[src/rtl/sms_pkg.sv]
// Widths, AHB encodings and small types shared by the SRAM bank RTL.
// Referenced by scoped name from every file that needs them.

package sms_pkg;

  localparam int DATA_W      = 32;
  localparam int BYTES_W     = DATA_W / 8;
  localparam int ADDR_W      = 16;               // 64 KiB bank offset
  localparam int WORD_ADDR_W = ADDR_W - 2;       // Word index into the array
  localparam int RAM_DEPTH   = 1 << WORD_ADDR_W;

  typedef logic [1:0]         htrans_t;
  typedef logic [2:0]         hsize_t;
  typedef logic [1:0]         hresp_t;
  typedef logic [BYTES_W-1:0] lane_mask_t;

  // AHB transfer types that start a data phase
  localparam htrans_t TRANS_NONSEQ = 2'b10;
  localparam htrans_t TRANS_SEQ    = 2'b11;

  localparam hsize_t SIZE_BYTE = 3'b000;
  localparam hsize_t SIZE_HALF = 3'b001;
  localparam hsize_t SIZE_WORD = 3'b010;

  localparam hresp_t RESP_OKAY  = 2'b00;
  localparam hresp_t RESP_ERROR = 2'b01;

endpackage
[src/rtl/sms_ahb_if.sv]
// Filtered AHB select and transfer type from the region guard to the slave,
// with the slave's ready and response returned to the guard.

`timescale 1ns/1ps

interface sms_ahb_if;

  logic             sel;
  sms_pkg::htrans_t trans;
  logic             ready;
  sms_pkg::hresp_t  resp;

  modport guard (
    output sel,
    output trans,
    input  ready,
    input  resp
  );

  modport slave (
    input  sel,
    input  trans,
    output ready,
    output resp
  );

endinterface

[src/rtl/sms_region_guard.sv]
// Blocks AHB transfers that hit a denied direction and answers them with the
// two-cycle ERROR response. Other transfers pass through to the slave.

`timescale 1ns/1ps

module sms_region_guard (
  input  logic             i_sys_hclk,
  input  logic             i_sys_rst_b,
  input  logic             i_hsel,
  input  sms_pkg::htrans_t i_htrans,
  input  logic             i_hwrite,
  input  logic             i_rd_deny,
  input  logic             i_wr_deny,
  output logic             o_hready,
  output sms_pkg::hresp_t  o_hresp,
  sms_ahb_if.guard         bus
);

  logic act;
  logic deny;
  logic err_wait;  // First ERROR cycle with ready low
  logic err_done;  // Second ERROR cycle with ready high

  assign act  = i_hsel && o_hready &&
                (i_htrans == sms_pkg::TRANS_NONSEQ || i_htrans == sms_pkg::TRANS_SEQ);
  assign deny = act && (i_hwrite ? i_wr_deny : i_rd_deny);

  // The slave sees IDLE for a denied transfer and during the wait cycle
  assign bus.sel   = (deny || err_wait) ? 1'b0 : i_hsel;
  assign bus.trans = (deny || err_wait) ? '0 : i_htrans;

  always_ff @(posedge i_sys_hclk or negedge i_sys_rst_b)
  begin
    if (!i_sys_rst_b)
    begin
      err_wait <= 1'b0;
      err_done <= 1'b0;
    end
    else
    begin
      err_wait <= deny;
      err_done <= err_wait;
    end
  end

  assign o_hready = err_wait ? 1'b0 : (err_done ? 1'b1 : bus.ready);
  assign o_hresp  = (err_wait || err_done) ? sms_pkg::RESP_ERROR : bus.resp;

  // Wait-then-ready ERROR and no third ERROR cycle
  a_err_two_cycles : assert property (
    @(posedge i_sys_hclk) disable iff (!i_sys_rst_b)
    deny |=> (!o_hready && o_hresp == sms_pkg::RESP_ERROR)
             ##1 (o_hready && o_hresp == sms_pkg::RESP_ERROR && !err_wait)
             ##1 !err_done
  );

endmodule

[src/flat_wrapper.sv]
// flat-port wrapper written by rule: the top's interface ports become plain ports
module sms_region_guard_flat 
  (i_sys_hclk, i_sys_rst_b, i_hsel, i_htrans, i_hwrite, i_rd_deny, i_wr_deny, o_hready, o_hresp, bus_sel, bus_trans, bus_ready, bus_resp);
  sms_ahb_if bus_i ();
  input  logic i_sys_hclk;
  input  logic i_sys_rst_b;
  input  logic i_hsel;
  input  sms_pkg::htrans_t i_htrans;
  input  logic i_hwrite;
  input  logic i_rd_deny;
  input  logic i_wr_deny;
  output logic o_hready;
  output sms_pkg::hresp_t o_hresp;
  output wire logic [$bits(bus_i.sel)-1:0] bus_sel;
  output wire logic [$bits(bus_i.trans)-1:0] bus_trans;
  input wire logic [$bits(bus_i.ready)-1:0] bus_ready;
  input wire logic [$bits(bus_i.resp)-1:0] bus_resp;
  assign bus_sel = bus_i.sel;
  assign bus_trans = bus_i.trans;
  assign bus_i.ready = bus_ready;
  assign bus_i.resp = bus_resp;
  sms_region_guard u_core (.i_sys_hclk(i_sys_hclk), .i_sys_rst_b(i_sys_rst_b), .i_hsel(i_hsel), .i_htrans(i_htrans), .i_hwrite(i_hwrite), .i_rd_deny(i_rd_deny), .i_wr_deny(i_wr_deny), .o_hready(o_hready), .o_hresp(o_hresp), .bus(bus_i));
endmodule
[config.mk]
export PLATFORM = sky130hd
export DESIGN_NAME = sms_region_guard_flat
export DESIGN_NICKNAME = d
export VERILOG_FILES = /design/src/rtl/sms_pkg.sv /design/src/rtl/sms_ahb_if.sv /design/src/rtl/sms_region_guard.sv /design/src/flat_wrapper.sv
export SDC_FILE = /design/constraint.sdc
export NUM_CORES = 1
export LEC_CHECK = 0
export ABC_AREA = 1
export BUFFER_PORTS_ARGS = -buffer_cell sky130_fd_sc_hd__buf_4
export CELL_PAD_IN_SITES_DETAIL_PLACEMENT = 0
export CELL_PAD_IN_SITES_GLOBAL_PLACEMENT = 2
export CORE_AREA = 2 2 39 41
export DETAILED_ROUTE_END_ITERATION = 10
export DIE_AREA = 0 0 41 43
export HOLD_SLACK_MARGIN = 0.15
export PLACE_DENSITY_LB_ADDON = 0.1
export SKIP_LAST_GASP = 1
export SYNTH_ARGS = -nofsm -noshare
export SYNTH_HDL_FRONTEND = slang
export SYNTH_SLANG_ARGS = --single-unit
[constraint.sdc]
create_clock -name i_sys_hclk -period 2.3 [get_ports i_sys_hclk]
set_clock_uncertainty 0.2 [all_clocks]
set_input_delay 0.46 -clock i_sys_hclk [delete_from_list [all_inputs] [get_ports i_sys_hclk]]
set_output_delay 0.46 -clock i_sys_hclk [all_outputs]
set_load 0.005 [all_outputs]
### After elaboration in Yosys (flattened, before gate mapping)

Cells that the tools add are included.

* equality and inequality tests: 2
* muxes and demuxes: 6
* reductions and logical operators: 6

Operators with widths (count)
* $eq A2 B2 Y1 const B: 2
* $mux W1: 4
* $mux W2: 2
* $logic_and A1 B1 Y1: 3
* $logic_or A1 B1 Y1: 3

* flip-flop bits (word level): 2
* output and inout port bits: 6
* input bits: 11
* word-level logic and storage cells: 16

### Longest topological paths before layout

* word-level depth: 7
* depth in mapped cells: 5
* mapped depth without buffers: 5

### Worst setup path after synthesis

Ideal clock, no wire load.

* path kind: in2out
* from: in bus_ready
* to: out bus_sel
* stages: 5
* required time: 1640 ps
* setup slack: 801 ps
* data arrival time: 839 ps
* path buffers: 0
* path through: nor2_1 -> nor2_2 -> nand3_2 -> nand2_2 -> nor2_1

* word-level cells in the longest chain between the ends: 7

Ends and longest elaborated chain
* start: declaration: line flat_wrapper.sv:16 `input wire logic [$bits(bus_i.ready)-1:0] bus_ready;`
* $mux W1 (2 in series): line sms_region_guard.sv:46 `assign o_hready = err_wait ? 1'b0 : (err_done ? 1'b1 : bus.ready);`
* net o_hready: line flat_wrapper.sv:12 `output logic o_hready;`
* $logic_and A1 B1 Y1 (2 in series): line sms_region_guard.sv:24 `assign act = i_hsel && o_hready &&`
* $logic_and A1 B1 Y1: line sms_region_guard.sv:26 `assign deny = act && (i_hwrite ? i_wr_deny : i_rd_deny);`
* $logic_or A1 B1 Y1: line sms_region_guard.sv:29 `assign bus.sel = (deny || err_wait) ? 1'b0 : i_hsel;`
* $mux W1: line sms_region_guard.sv:29
* end: declaration: line flat_wrapper.sv:14 `output wire logic [$bits(bus_i.sel)-1:0] bus_sel;`

The timed path passes the listed nets, and every way through them passes these cells.

### Worst setup path in the final report

* from: reg u_core.err_wait
* to: out o_hresp[0]

* word-level cells in the longest chain between the ends: 2

Ends and longest elaborated chain
* start: declaration: line sms_region_guard.sv:21 `logic err_wait;`
* start signal: assignment: line sms_region_guard.sv:41 `err_wait <= deny;`
* $logic_or A1 B1 Y1: line sms_region_guard.sv:47 `assign o_hresp = (err_wait || err_done) ? sms_pkg::RESP_ERROR : bus.resp;`
* $mux W2: line sms_region_guard.sv:47
* end: declaration: line flat_wrapper.sv:13 `output sms_pkg::hresp_t o_hresp;`

No other way between the ends.

==> impl_metrics.py <==
metrics = {
    "outcome": {
        "outcome": "complete, no violations",
    },
    "floorplanning": {
        "rows": 14,
        "fp.dieW_um": 41,
        "core_mm2": 0.00138,
        "start_util": 0.100,
        "die_h_um": 43,
        "ios": 17,
        "die_area_mm2": 0.00176,
    },
    "pwr": {
        "p_comb_frac": 0.257,
        "p_seq_frac": 0.244,
        "power_uw": 156,
        "power.leakage_uw": 0.000186,
        "ir_drop_v": 0.000234,
        "intPower_uw": 120,
        "pwr_density_cell_mw_per_mm2": 500,
        "power.switching_uw": 35.3,
        "p_clk_frac": 0.499,
        "swShare": 0.227,
    },
    "global_routing": {
        "antenna_found_initial": 0,
        "grt_pass1_wl_um": 696,
        "grt.total_usage": 0.0652,
        "grt_pass1_vias": 194,
        "grt_overflow": 0,
        "grt_max_degree": 6,
    },
    "run": {
        "cap_violations": 0,
    },
    "drt": {
        "via_count": 189,
        "viasPerCell": 3.32,
        "wirelength_um": 462,
        "drc_errors": 0,
        "ant_nets": 0,
        "drtIter0Drc": 0,
        "drtPass1Iterations": 1,
        "drt-wirelength-per-cell_um": 8.11,
    },
    "synthesis": {
        "syn_area_um2": 139,
        "postSynthCellCount": 21,
        "ys_types": 9,
        "yosysTopAreaCell": "dfrtp_1",
        "seq_area_frac_synth": 0.360,
        "synthTopCellsByArea": "dfrtp_1, inv_1, nor2_1",
        "synth_seq_cells": 2,
        "syn_avg_cell_area_um2": 6.61,
        "syn_nets": 32,
        "synth_top_cell_area_share": 0.360,
        "yosys_warnings": 0,
    },
    "layout": {
        "fin_nets": 54,
        "area_delta_synth_final_pct": 124,
        "multiInputGateArea_um2": 66.3,
        "finish.utilization": 0.225,
        "drive_gt1_frac": 0.537,
        "fill_cells": 164,
        "register_area_um2": 50.0,
        "diodes": 0,
    },
    "sta": {
        "slew_viol_final": 0,
        "fin_ws_ps": 485,
        "maxSlewHeadroom": 0.887,
        "hold_violations": 0,
        "tns_ps": 0,
        "setup_viol": 0,
        "min_period_over_period": 0.789,
        "worstMarginPinSlew_ps": 170,
        "rsz0062_at_grt": "false",
        "clock.fmax_mhz": 551,
        "period_minus_slack_ps": 1810,
    },
    "placed_design": {
        "dp_slack_ps": 544,
        "finalWeightedCongestion": 0.562,
        "dp.final_hpwl_um": 367,
        "port_buffers": 16,
    },
    "critical_path": {
        "path_class": "reg -> out",
        "cp-end-kind": "primary output",
        "path_cells": "or3_1 -> buf_4",
        "arrival_ps": 1150,
        "cp_slowest_stage_delay_ps": 420,
        "cp-start-kind": "flip-flop",
        "cp.required_ps": 1640,
        "crit_path_top_delay_cell": "dfrtp_1",
        "crit_path_max_fanout": 5,
    },
    "clock_network": {
        "clockBufferDepth": 2,
        "cts_tree": "built",
        "cts-buffers-inserted": 3,
        "insertion_delay_ps": 220,
        "clkSlewWorstSetupHoldPaths_ps": 30,
        "cts_root_buf": "clkbuf_4",
        "cts.sinks": 2,
        "htreeDepth": 1,
    },
    "hold_path": {
        "hold_path_class": "reg -> reg",
    },
}
[through the flow]
stage | area [um^2] | hold WS (ps) | std cells
4_1_cts | 312 | 278 | 57
3_3_place_gp | 279 | 41.9 | 53
6_report | 312 | 271 | 57
2_1_floorplan | 139 | -35.6 | 21
3_5_place_dp | 279 | 42.8 | 53
5_1_grt | 312 | 302 | 57
[cell usage after synthesis, drive strengths merged]
library cell / instances
inv: 6
nor2: 7
or3: 1
dfrtp: 2
nand2: 3
nor3b: 1
nand3: 1
[power by group through the flow]
stage | sequential [uW] | clock (uW) | combinational, uW
2_1_floorplan | 38.0 | 0 | 12.4
3_3_place_gp | 38.4 | 0 | 39.2
3_5_place_dp | 38.5 | 0 | 39.5
4_1_cts | 38.1 | 85.0 | 40.9
5_1_grt | 38.2 | 91.0 | 44.4
6_report | 38.0 | 77.7 | 40.0
[logic make-up (layout without fill, tap and decap cells)]
group / Yosys count / after routing / synth area share
AND/OR/NAND/NOR: 13 / 13 / 0.478
flip-flops: 2 / 2 / 0.360
buffers and inverters: 6 / 26 / 0.162
[layout by cell type (no fill, tap or decap), drive strengths merged]
master and n:
nand2 3, nor3b 1, dlygate4sd3 1, nand3 1, dfrtp 2, inv 6
or3 1, nor2 7, buf 16, clkbuf 3
[repair_timing]
action,CTS,global route
resized for setup,0,0
hold endpoints to repair,2,0
buffers inserted,0,0
hold buffers,1,0
[layout make-up]
type                            instances  share of cell area
Inverter                                6              0.0723
Sequential cell                         2               0.161
Timing Repair Buffer                   17               0.418
Clock buffer                            3              0.0723
Tap cell                               16              0.0643
Multi-Input combinational cell         13               0.213
[routing by layer]
layer / global-route usage / routed length (um)
met3: 0.0314 / 44
met4: 0.0800 / 0
met2: 0.0906 / 264
met5: 0 / 0
met1: 0.0577 / 153
[path summary, 6_finish.rpt]
path,start,to,slack (ps),depth (start not counted)
setup / recovery,u_core.err_wait$_DFF_PN0_,o_hresp[0],490,2
hold / removal,u_core.err_wait$_DFF_PN0_,u_core.err_done$_DFF_PN0_,270,0
setup reg to reg,u_core.err_done$_DFF_PN0_,u_core.err_wait$_DFF_PN0_,1290,4
hold reg to reg,u_core.err_wait$_DFF_PN0_,u_core.err_done$_DFF_PN0_,270,0
max in group asynchronous,i_sys_rst_b,u_core.err_wait$_DFF_PN0_,1460,2
min in group asynchronous,i_sys_rst_b,u_core.err_done$_DFF_PN0_,350,2
[worst max-delay path, delay by kind of cell, from the launching register on]
kind	cells	cell delay [ps]
buffers and inverters	1	140
DFF	1	420
and+or+nand+nor	1	380
[flip-flops by register name, summed over array words and instances, names as in the netlist]
register / count
u_core.err_wait: 1
u_core.err_done: 1
Note: power is estimated with default switching activity, not from simulation.
