--- config.mk ---
export PLATFORM = sky130hd
export DESIGN_NAME = sms_ahb_slave_flat
export DESIGN_NICKNAME = d
export VERILOG_FILES = /design/src/rtl/sms_pkg.sv /design/src/rtl/sms_ahb_if.sv /design/src/rtl/sms_ram_if.sv /design/src/rtl/sms_ahb_slave.sv /design/src/flat_wrapper.sv
export SDC_FILE = /design/constraint.sdc
export NUM_CORES = 1
export LEC_CHECK = 0
export BUFFER_PORTS_ARGS = -buffer_cell sky130_fd_sc_hd__buf_4
export CORE_MARGIN = 2
export CORE_UTILIZATION = 40
export CTS_CLUSTER_DIAMETER = 40
export DETAILED_ROUTE_END_ITERATION = 10
export PLACE_DENSITY = 0.75
export SYNTH_ARGS = -nofsm -noshare
export SYNTH_HDL_FRONTEND = slang
export SYNTH_SLANG_ARGS = --single-unit
export TNS_END_PERCENT = 100
--- constraint.sdc ---
create_clock -name i_sys_hclk -period 2.8 [get_ports i_sys_hclk]
set_clock_uncertainty 0.1 [all_clocks]
set_input_delay 0.28 -clock i_sys_hclk [delete_from_list [all_inputs] [get_ports i_sys_hclk]]
set_output_delay 0.28 -clock i_sys_hclk [all_outputs]
set_load 0.1 [all_outputs]
--- src/rtl/sms_pkg.sv ---
// Widths, AHB encodings and small types shared by the SRAM bank RTL.
// Referenced by scoped name from every file that needs them.

package sms_pkg;

  localparam int DATA_W      = 32;
  localparam int BYTES_W     = DATA_W / 8;
  localparam int ADDR_W      = 16;               // 64 KiB bank offset
  localparam int WORD_ADDR_W = ADDR_W - 2;       // Word index into the array
  localparam int RAM_DEPTH   = 1 << WORD_ADDR_W;

  typedef logic [1:0]         htrans_t;
  typedef logic [2:0]         hsize_t;
  typedef logic [1:0]         hresp_t;
  typedef logic [BYTES_W-1:0] lane_mask_t;

  // AHB transfer types that start a data phase
  localparam htrans_t TRANS_NONSEQ = 2'b10;
  localparam htrans_t TRANS_SEQ    = 2'b11;

  localparam hsize_t SIZE_BYTE = 3'b000;
  localparam hsize_t SIZE_HALF = 3'b001;
  localparam hsize_t SIZE_WORD = 3'b010;

  localparam hresp_t RESP_OKAY  = 2'b00;
  localparam hresp_t RESP_ERROR = 2'b01;

endpackage
--- src/rtl/sms_ahb_if.sv ---
// Filtered AHB select and transfer type from the region guard to the slave,
// with the slave's ready and response returned to the guard.

`timescale 1ns/1ps

interface sms_ahb_if;

  logic             sel;
  sms_pkg::htrans_t trans;
  logic             ready;
  sms_pkg::hresp_t  resp;

  modport guard (
    output sel,
    output trans,
    input  ready,
    input  resp
  );

  modport slave (
    input  sel,
    input  trans,
    output ready,
    output resp
  );

endinterface

--- src/rtl/sms_ram_if.sv ---
// RAM request and read data path between the AHB slave and the SRAM bank.
// A request acts in any cycle where sel is high, with no other handshake.

`timescale 1ns/1ps

interface sms_ram_if;

  logic                       sel;
  logic                       write;
  sms_pkg::hsize_t            size;
  logic [sms_pkg::ADDR_W-1:0] addr;   // Byte offset inside the bank
  logic [sms_pkg::DATA_W-1:0] wdata;
  logic [sms_pkg::DATA_W-1:0] rdata;  // One cycle after the request

  modport master (
    output sel,
    output write,
    output size,
    output addr,
    output wdata,
    input  rdata
  );

  modport ram (
    input  sel,
    input  write,
    input  size,
    input  addr,
    input  wdata,
    output rdata
  );

endinterface

--- src/rtl/sms_ahb_slave.sv ---
// AHB-Lite slave side of the bank. Tracks the data phase, delays writes by
// one cycle, stalls a read that follows a write and maps byte lanes for
// big-endian masters before requests reach the RAM.

`timescale 1ns/1ps

module sms_ahb_slave (
  input  logic                       i_sys_hclk,
  input  logic                       i_sys_rst_b,
  input  logic [sms_pkg::ADDR_W-1:0] i_haddr,
  input  sms_pkg::hsize_t            i_hsize,
  input  logic                       i_hwrite,
  input  logic [sms_pkg::DATA_W-1:0] i_hwdata,
  input  logic                       i_big_endian_b,
  output logic [sms_pkg::DATA_W-1:0] o_hrdata,
  output logic                       o_idle,
  sms_ahb_if.slave                   bus,
  sms_ram_if.master                  ram
);

  logic                       act;
  logic                       rd_now;
  logic                       dp_sel;
  logic                       dp_write;
  logic [sms_pkg::ADDR_W-1:0] dp_addr;
  sms_pkg::hsize_t            dp_size;
  logic                       wr_pend;
  logic                       raw_flag;
  logic                       use_dp;
  logic [1:0]                 off;

  assign act = bus.sel && bus.ready &&
               (bus.trans == sms_pkg::TRANS_NONSEQ || bus.trans == sms_pkg::TRANS_SEQ);
  assign rd_now  = act && !i_hwrite;
  assign wr_pend = dp_sel && dp_write;  // Write waiting for its data phase

  always_ff @(posedge i_sys_hclk or negedge i_sys_rst_b)
  begin
    if (!i_sys_rst_b)
    begin
      dp_sel   <= 1'b0;
      dp_write <= 1'b0;
      raw_flag <= 1'b0;
    end
    else
    begin
      if (bus.ready)
        dp_sel <= act;
      if (act)
        dp_write <= i_hwrite;
      raw_flag <= wr_pend && rd_now;  // Read loses the RAM to the write
    end
  end

  // Address phase payload, also the hold entry for a delayed write
  always_ff @(posedge i_sys_hclk)
  begin
    if (act)
    begin
      dp_addr <= i_haddr;
      dp_size <= i_hsize;
    end
  end

  assign bus.ready = !raw_flag;
  assign bus.resp  = sms_pkg::RESP_OKAY;

  // Pending write first, then the held read, then a fresh read
  assign use_dp    = wr_pend || raw_flag;
  assign ram.sel   = use_dp || rd_now;
  assign ram.write = wr_pend;
  assign ram.addr  = use_dp ? dp_addr : i_haddr;
  assign ram.size  = use_dp ? dp_size : i_hsize;

  assign o_idle = !act && !wr_pend;

  assign off = dp_addr[1:0];

  always_comb
  begin
    ram.wdata = i_hwdata;
    o_hrdata  = ram.rdata;
    if (!i_big_endian_b)
    begin
      ram.wdata = '0;
      o_hrdata  = '0;
      case (dp_size)
        sms_pkg::SIZE_BYTE:
        begin
          ram.wdata[{off, 3'b000} +: 8] = i_hwdata[{~off, 3'b000} +: 8];
          o_hrdata[{~off, 3'b000} +: 8] = ram.rdata[{off, 3'b000} +: 8];
        end
        sms_pkg::SIZE_HALF:
        begin
          ram.wdata[{off[1], 4'b0000} +: 16] = i_hwdata[{~off[1], 4'b0000} +: 16];
          o_hrdata[{~off[1], 4'b0000} +: 16] = ram.rdata[{off[1], 4'b0000} +: 16];
        end
        sms_pkg::SIZE_WORD:
        begin
          ram.wdata = i_hwdata;
          o_hrdata  = ram.rdata;
        end
        default: ;
      endcase
    end
  end

  // Stall never lasts two cycles
  a_raw_single : assert property (
    @(posedge i_sys_hclk) disable iff (!i_sys_rst_b)
    raw_flag |=> !raw_flag
  );

endmodule

--- src/flat_wrapper.sv ---
// flat-port wrapper written by rule: the top's interface ports become plain ports
module sms_ahb_slave_flat 
  (i_sys_hclk, i_sys_rst_b, i_haddr, i_hsize, i_hwrite, i_hwdata, i_big_endian_b, o_hrdata, o_idle, bus_sel, bus_trans, bus_ready, bus_resp, ram_sel, ram_write, ram_size, ram_addr, ram_wdata, ram_rdata);
  sms_ahb_if bus_i ();
  sms_ram_if ram_i ();
  input  logic i_sys_hclk;
  input  logic i_sys_rst_b;
  input  logic [sms_pkg::ADDR_W-1:0] i_haddr;
  input  sms_pkg::hsize_t i_hsize;
  input  logic i_hwrite;
  input  logic [sms_pkg::DATA_W-1:0] i_hwdata;
  input  logic i_big_endian_b;
  output logic [sms_pkg::DATA_W-1:0] o_hrdata;
  output logic o_idle;
  input wire logic [$bits(bus_i.sel)-1:0] bus_sel;
  input wire logic [$bits(bus_i.trans)-1:0] bus_trans;
  output wire logic [$bits(bus_i.ready)-1:0] bus_ready;
  output wire logic [$bits(bus_i.resp)-1:0] bus_resp;
  output wire logic [$bits(ram_i.sel)-1:0] ram_sel;
  output wire logic [$bits(ram_i.write)-1:0] ram_write;
  output wire logic [$bits(ram_i.size)-1:0] ram_size;
  output wire logic [$bits(ram_i.addr)-1:0] ram_addr;
  output wire logic [$bits(ram_i.wdata)-1:0] ram_wdata;
  input wire logic [$bits(ram_i.rdata)-1:0] ram_rdata;
  assign bus_i.sel = bus_sel;
  assign bus_i.trans = bus_trans;
  assign bus_ready = bus_i.ready;
  assign bus_resp = bus_i.resp;
  assign ram_sel = ram_i.sel;
  assign ram_write = ram_i.write;
  assign ram_size = ram_i.size;
  assign ram_addr = ram_i.addr;
  assign ram_wdata = ram_i.wdata;
  assign ram_i.rdata = ram_rdata;
  sms_ahb_slave u_core (.i_sys_hclk(i_sys_hclk), .i_sys_rst_b(i_sys_rst_b), .i_haddr(i_haddr), .i_hsize(i_hsize), .i_hwrite(i_hwrite), .i_hwdata(i_hwdata), .i_big_endian_b(i_big_endian_b), .o_hrdata(o_hrdata), .o_idle(o_idle), .bus(bus_i), .ram(ram_i));
endmodule
======== Yosys cells after proc, flatten, opt, wreduce, memory -nomap -nowiden ========
Cells that the tools add are included.
word-level totals
  register bits after elaboration ......... 22
  output and inout bits ................... 89
  logic and storage cells ................. 51
cells by class
  $add $sub $neg .......................... 4
  equal/unequal tests ..................... 4
  shift-type cells ........................ 12
  muxes and demuxes ....................... 6
  bitwise logic cells ..................... 6
  reductions and logical operators ........ 14
operators with widths
  cell                                                                      count
  32-bit case mux with 3 select lines                                       2
  32-bit bitwise AND                                                        4
  32-bit 2-to-1 mux                                                         2
  16-bit by 7-bit variable shift with 32-bit output (first input constant)  2
  8-bit by 7-bit variable shift with 32-bit output (first input constant)   2
  16-bit by 7-bit variable part select with 32-bit output                   2
  32-bit by 6-bit variable part select with 16-bit output                   2
  32-bit by 6-bit variable part select with 8-bit output                    2
  8-bit by 7-bit variable part select with 32-bit output                    2
  5-bit negator with 7-bit output                                           4
  16-bit 2-to-1 mux                                                         1
  1-bit logical AND                                                         6
  2-bit equality test (second input constant)                               2
  1-bit logical NOT                                                         4
  3-bit by 1-bit equality test with 1-bit output (second input constant)    1
  3-bit by 2-bit equality test with 1-bit output (second input constant)    1
  3-bit logical NOT                                                         1
  1-bit logical OR                                                          3
  3-bit 2-to-1 mux                                                          1
  2-bit NOT                                                                 1
  1-bit NOT                                                                 1

======== Longest topological paths before layout ========
Gate-level depths: netlist of run 1.
  depth after elaboration ................. 6
  mapped depth ............................ 10
  mapped depth without buffers ............ 5

======== Worst setup path before layout of run 1 ========
OpenSTA, ideal clock, no wires.
  kind .................................... register -> output
  from .................................... reg u_core.raw_flag
  to ...................................... out ram_sel
  arrival time ............................ 3.415 ns
  data required time ...................... 2.420 ns
  path slack .............................. -0.995 ns
  cell stages (with the launch flop) ...... 4
  buffers on the path ..................... 0
  cells stage by stage .................... dfrtp_1 > inv_1 > nand3_1 > o21ai_0
between the ends
  cells in the longest elaborated chain, start to end .. 5
  elaborated cells on any way between the ends .. 6
  those cells by class .................... reduce/logical (6)
RTL lines
  element                          line                 text
  start: declaration               sms_ahb_slave.sv:28  logic raw_flag;
  start signal: assignment         sms_ahb_slave.sv:51  raw_flag <= wr_pend && rd_now;
  1-bit logical NOT                sms_ahb_slave.sv:65  assign bus.ready = !raw_flag;
  via bus_ready                    flat_wrapper.sv:17   output wire logic [$bits(bus_i.ready)-1:0] bus_ready;
  1-bit logical AND (2 in series)  sms_ahb_slave.sv:32  assign act = bus.sel && bus.ready &&
  1-bit logical AND                sms_ahb_slave.sv:34  assign rd_now = act && !i_hwrite;
  1-bit logical OR                 sms_ahb_slave.sv:70  assign ram.sel = use_dp || rd_now;
  end: declaration                 flat_wrapper.sv:19   output wire logic [$bits(ram_i.sel)-1:0] ram_sel;
The timed path passes the listed nets, and every way through them passes these cells.

======== Worst setup path in the final report of run 1 ========
  from .................................... reg u_core.dp_addr[1] (netlist name)
  to ...................................... out ram_wdata[16]
between the ends
  cells in the longest elaborated chain, start to end .. 6
  elaborated cells on any way between the ends .. 14
  those cells by class .................... add/sub (2); shift (6); mux (2); bitwise (4)
RTL lines
  element                                                                                                                                   line                                      text
  start: declaration                                                                                                                        sms_ahb_slave.sv:25                       logic [sms_pkg::ADDR_W-1:0] dp_addr;
  start signal: assignment                                                                                                                  sms_ahb_slave.sv:60                       dp_addr <= i_haddr;
  1-bit NOT / 2-bit NOT (equally long branches)                                                                                             sms_ahb_slave.sv:95, sms_ahb_slave.sv:90
  32-bit by 6-bit variable part select with 16-bit output / 32-bit by 6-bit variable part select with 8-bit output (equally long branches)  sms_ahb_slave.sv:95, sms_ahb_slave.sv:90
  16-bit by 7-bit variable part select with 32-bit output / 8-bit by 7-bit variable part select with 32-bit output (equally long branches)  sms_ahb_slave.sv:95, sms_ahb_slave.sv:90
  32-bit bitwise AND (no line)                                                                                                              n/a
  32-bit case mux with 3 select lines (*)                                                                                                   sms_ahb_slave.sv:87                       case (dp_size)
  32-bit 2-to-1 mux (*)                                                                                                                     sms_ahb_slave.sv:83                       if (!i_big_endian_b)
  end: declaration                                                                                                                          flat_wrapper.sv:23                        output wire logic [$bits(ram_i.wdata)-1:0] ram_wdata;
Mark *: on every way between the ends. The rest lies on a longest branch, timed or not.

==> impl_metrics.py, run 1 <==
metrics = {
    "status": {
        "status": "completed",
    },
    "global_route": {
        "antenna_found_initial": 0,
        "grt_pass1_vias": 3224,
        "grtUsageTotal": 0.239,
        "grt_pass1_wl_microns": 16300,
        "grt_overflow": 0,
        "grt_max_degree": 65,
    },
    "synthesis": {
        "synth_edf_count": 19,
        "synth_top_cells_by_area": "a221o_1 22%, edfxtp_1 19%, and4_1 14%",
        "async_reset_ff_frac": 0.136,
        "synth_xor_area_frac": 0,
        "synth.top_cell.area_share": 0.217,
        "synthFlopType": "edfxtp_1",
        "synth_adder_area_share": 0.0254,
        "synth_cells": 277,
        "netlist_area_sq_um": 2950,
        "ys_ff_latch": 22,
        "synth_compound_area_frac": 0.231,
        "synth_warnings": 0,
        "syn_area_per_cell_sq_um": 10.7,
        "yosysTopAreaCell": "a221o_1",
        "seq_area_frac_synth": 0.219,
        "synth_top_family_by_area": "compound AO/OA/AOI/OAI gates",
        "synth_cell_types": 39,
        "synth-simple-area-share": 0.224,
        "muxShareOfSynthArea": 0.219,
    },
    "worst_setup_path": {
        "critical_path_class": "reg2out",
        "arrival_ns": 2.38,
        "worstPathMaxFanout": 14,
        "cp-start-kind": "register",
        "crit_required_ns": 2.42,
        "crit_path_end_kind": "primary output",
    },
    "pwr": {
        "power.internal_mw": 0.847,
        "p_total_mw": 1.84,
        "vdd_drop_max_v": 0.000475,
        "p_sw_mw": 0.998,
        "power_frac_comb": 0.687,
        "p_leak_nw": 2.11,
        "p_seq_frac": 0.207,
        "pwr-share-clk": 0.106,
        "power_density_nw_per_um2": 384,
        "sw_frac_of_total": 0.541,
    },
    "die": {
        "start_util": 0.409,
        "die_x_microns": 89.9,
        "core_area_sq_um": 7210,
        "die_h_microns": 89.9,
        "die_area_sq_um": 8090,
        "ioPinCount": 179,
        "num_rows": 31,
    },
    "routing": {
        "antenna_left": 0,
        "wire_per_inst_microns": 19.4,
        "vias_per_cell": 6.18,
        "finalWirelength_microns": 10500,
        "via_count": 3332,
        "drtIter0Drc": 251,
        "drc": 0,
        "drt_first_pass_iters": 4,
    },
    "cts": {
        "cts_tree": "built",
        "htree_levels": 1,
        "root_buffer": "clkbuf_8",
        "clkSinkCount": 22,
        "clk_latency_ns": 0.26,
        "cts.clk_slew.worst_paths_ns": 0.07,
        "cts_max_path_buffers": 2,
        "cts_buffers": 3,
    },
    "finish": {
        "fin_util": 0.666,
        "nNetsFinal": 537,
        "n_fill_cell": 602,
        "syn2layout_area_growth_pct": 62.7,
        "drive_above_1_share": 0.705,
        "antenna_cells": 0,
        "final_common_cell": "buf_4",
        "layout_common_cells": "155 x buf_4, 53 x a221o_2, 47 x and4_1, 35 x buf_6, 19 x edfxtp_1",
    },
    "sta": {
        "slew_violations": 0,
        "hold_viol": 0,
        "period_share": 0.984,
        "period_minus_slack_ns": 2.76,
        "fmax_mhz": 363,
        "rsz0062_at_grt": "true",
        "finalSetupViolations": 0,
    },
    "flow_run": {
        "drv_cap": 0,
    },
    "hold_path": {
        "min_path_type": "in2reg",
    },
    "placement": {
        "place_congestion": 0.843,
        "dpl.hpwl_microns": 7550,
        "port_buffers": 175,
    },
}
-- power groups by stage --
stage | clock, mW | combinational [mW] | sequential [mW]
final | 0.195 | 1.27 | 0.382
after global routing | 0.220 | 1.30 | 0.384
after global placement | 0 | 1.22 | 0.389
after floorplan | 0 | 0.928 | 0.388
after detailed placement | 0 | 1.23 | 0.389
after CTS | 0.205 | 1.24 | 0.382
-- critical path: stages (launching register included) --
cell,delay (ns)
edfxtp_1,0.48
buf_8,0.22
mux4_1,0.62
and4_1,0.23
a221o_4,0.33
buf_4,0.24
-- stage by stage --
stage	cells	hold WS, ns	setup slack [ns]	cell area, sq um	TNS [ns]
5_1_grt	539	0.0813	-0.0397	4800	-0.0633
3_5_place_dp	533	-0.0275	0.0838	4570	0
3_3_place_gp	533	-0.0290	0.122	4570	0
6_report	539	0.0881	0.0438	4800	0
2_1_floorplan	278	-0.116	-0.242	3190	-0.533
4_1_cts	539	0.0789	-0.00202	4650	-0.00202
-- path summary, 6_finish.rpt --
path                                              from                          end  slack, ns  cells past startpoint
max reg2reg                  u_core.raw_flag$_DFF_PN0_  u_core.dp_addr[4]$_DFFE_PP_       1.11                      4
max in group asynchronous                  i_sys_rst_b    u_core.dp_sel$_DFFE_PN0N_       2.26                      2
min in group asynchronous                  i_sys_rst_b    u_core.raw_flag$_DFF_PN0_       0.25                      2
min reg2reg                  u_core.dp_sel$_DFFE_PN0N_    u_core.dp_sel$_DFFE_PN0N_       0.44                      2
max                        u_core.dp_addr[1]$_DFFE_PP_                ram_wdata[16]       0.04                      5
min                                           i_hwrite    u_core.raw_flag$_DFF_PN0_       0.09                      2
-- logic make-up (layout without fill, tap and decap cells) --
logic type / count (synthesis) / after routing
flip-flops: 22 / 22
AO/OA/AOI/OAI: 71 / 71
adder cells (fa/ha/maj): 6 / 6
buffers and inverters: 48 / 210
multiplexers: 42 / 42
other: 1 / 2
AND/OR/NAND/NOR: 87 / 87
-- synthesized netlist by cell type (2+ instances only) --
| cell type | n |
|---|---|
| a221o_1 | 64 |
| and4_1 | 47 |
| clkbuf_1 | 19 |
| edfxtp_1 | 19 |
| mux2_2 | 18 |
| mux4_2 | 15 |
| nor3_1 | 15 |
| inv_1 | 12 |
| mux2i_1 | 8 |
| buf_2 | 7 |
| ha_1 | 6 |
| buf_4 | 4 |
| nand2_1 | 4 |
| nor3b_1 | 4 |
| dfrtp_1 | 3 |
| nor2_1 | 3 |
| o21ai_0 | 3 |
| a211oi_1 | 2 |
| and2_1 | 2 |
| buf_6 | 2 |
| clkbuf_2 | 2 |
-- registers in the layout, summed over array words and instances, names as in the netlist --
name             flops
u_core.raw_flag      1
u_core.dp_write      1
u_core.dp_sel        1
u_core.dp_addr      16
u_core.dp_size       3
-- final cells by class --
class	instances	area, sq um	share of cell area
multi-input combinational	208	2320	0.484
sequential	22	646	0.134
inverter	12	47.5	0.00990
tap	99	124	0.0258
clock buffer	4	45.0	0.00938
timing repair buffer	194	1620	0.337
-- repair_timing --
item / CTS / global route
setup endpoints to repair: 41 / 50
setup buffers: 1 / 0
hold buffers: 1 / 0
resized for setup: 7 / 41
hold endpoints to repair: 3 / 0
-- layer usage --
| metal | GRT usage | wire (microns) | share of wire |
|---|---|---|---|
| met4 | 0.0526 | 143 | 0.014 |
| met3 | 0.0511 | 967 | 0.092 |
| met5 | 0 | 0 | 0 |
| met2 | 0.403 | 5150 | 0.49 |
| met1 | 0.318 | 4210 | 0.40 |
(Power assumes the default switching activity.)
==> run 2: changes to the inputs <==
- HOLD_SLACK_MARGIN: unset -> 0.12
==> impl_metrics.py, run 2 (synthesis results as in run 1) <==
metrics = {
    "sta": {
        "period_share": 0.988,
        "fin_hold_ws_ns": 0.237,
        "period_minus_slack_ns": 2.77,
        "rsz0062_at_grt": "true",
        "slew_violations": 0,
        "fmax_mhz": 361,
        "hold_viol": 0,
        "finalSetupViolations": 0,
    },
    "cts": {
        "cts_buffers": 3,
        "root_buffer": "clkbuf_8",
        "cts.clk_slew.worst_paths_ns": 0.08,
        "cts_max_path_buffers": 2,
        "htree_levels": 1,
        "clk_latency_ns": 0.26,
        "clkSinkCount": 22,
        "cts_tree": "built",
    },
    "worst_setup_path": {
        "crit_slowest_cell": "mux4_1",
        "worstPathCellList": "buf_8 > mux4_1 > and4_1 > a221o_4 > buf_4",
        "crit_path_end_kind": "primary output",
        "rrSetupSlack_ns": 1.02,
        "critical_path_class": "reg2out",
        "arrival_ns": 2.39,
        "cp-start-kind": "register",
        "critPathMaxStageDelay_ns": 0.62,
        "crit_required_ns": 2.42,
        "worstPathMaxFanout": 14,
    },
    "finish": {
        "largest_reg_flops": 16,
        "drive_above_1_share": 0.674,
        "final_common_cell": "buf_4",
        "top_register": "u_core.dp_addr",
        "antenna_cells": 0,
        "nNetsFinal": 557,
        "layout_common_cells": "155 x buf_4, 53 x a221o_2, 47 x and4_1, 35 x buf_6, 21 x dlygate4sd3_1",
        "reg_top3": "u_core.dp_addr: 16 flops, u_core.dp_size: 3 flops",
        "syn2layout_area_growth_pct": 69.4,
    },
    "routing": {
        "finalWirelength_microns": 11200,
        "via_count": 3427,
        "drtIter0Drc": 284,
        "drt_first_pass_iters": 4,
        "antenna_left": 0,
        "drc": 0,
        "wire_per_inst_microns": 20.0,
        "vias_per_cell": 6.13,
    },
    "die": {
        "ioPinCount": 179,
        "core_area_sq_um": 7210,
        "start_util": 0.409,
        "die_area_sq_um": 8090,
        "num_rows": 31,
        "die_x_microns": 89.9,
        "die_h_microns": 89.9,
    },
    "global_route": {
        "grt_pass1_vias": 3391,
        "grt_max_degree": 65,
        "grt_overflow": 0,
        "grt_pass1_wl_microns": 17300,
        "grtUsageTotal": 0.255,
        "antenna_found_initial": 0,
    },
    "placement": {
        "place_congestion": 0.843,
        "dpl.hpwl_microns": 7550,
        "port_buffers": 175,
    },
    "hold_path": {
        "min_path_type": "in2async",
    },
    "status": {
        "status": "completed",
    },
    "pwr": {
        "p_total_mw": 1.88,
        "vdd_drop_max_v": 0.000440,
        "p_leak_nw": 2.19,
        "power_density_nw_per_um2": 375,
    },
    "flow_run": {
        "drv_cap": 0,
    },
}
run 2: area by class of cell:
cell class,instances,area (sq um)
multi-input combinational,208,2320
tap,99,124
clock buffer,4,45.0
fill,569,2210
inverter,12,47.5
timing repair buffer,214,1820
sequential,22,646
run 2: metrics by stage:
step                utilization  setup WS (ns)  instances  instance area (sq um)   TNS, ns
floorplan                     -         -0.242        278                   3190    -0.533
global placement          0.633          0.122        533                   4570         0
CTS                       0.672       -0.00202        559                   4850  -0.00202
finish                    0.694         0.0334        559                   5000         0
detailed placement        0.633         0.0838        533                   4570         0
global route              0.694        -0.0367        559                   5000   -0.0453
run 2: report_power, final:
group	leakage, nW	internal [mW]	switching [mW]
Clock	0.0228	0.102	0.0990
Combinational	1.95	0.390	0.905
Sequential	0.217	0.374	0.00904
Total	2.19	0.865	1.01
run 2: repair_timing:
action / in CTS / in global routing
gates resized for setup: 7 / 41
hold buffers: 21 / 0
setup buffers: 1 / 0
endpoints found under the hold margin: 23 / 0
setup endpoints to repair: 41 / 49
run 2: final timing paths:
check | from | end | cells past startpoint
max | u_core.dp_addr[1]$_DFFE_PP_ | ram_wdata[16] | 5
min | i_sys_rst_b | u_core.raw_flag$_DFF_PN0_ | 2
max reg2reg | u_core.raw_flag$_DFF_PN0_ | u_core.dp_addr[15]$_DFFE_PP_ | 4
min reg2reg | u_core.dp_sel$_DFFE_PN0N_ | u_core.dp_sel$_DFFE_PN0N_ | 2
max in group asynchronous | i_sys_rst_b | u_core.dp_sel$_DFFE_PN0N_ | 2
min in group i_sys_hclk | bus_trans[1] | u_core.raw_flag$_DFF_PN0_ | 3
run 2: critical path: cells and delay by family, from the launching register on:
family / cells / cell delay, ns
mux: 1 / 0.62
flops: 1 / 0.49
buf+inv: 2 / 0.46
compound gates: 1 / 0.33
simple gates: 1 / 0.23
run 2: routing by layer:
| layer | vias to the layer above | routed length [microns] | track usage |
|---|---|---|---|
| met4 | 0 | 132 | 0.0526 |
| li1 | 1579 | - | - |
| met2 | 194 | 5630 | 0.452 |
| met3 | 17 | 989 | 0.0511 |
| met5 | - | 0 | 0 |
| met1 | 1637 | 4450 | 0.323 |
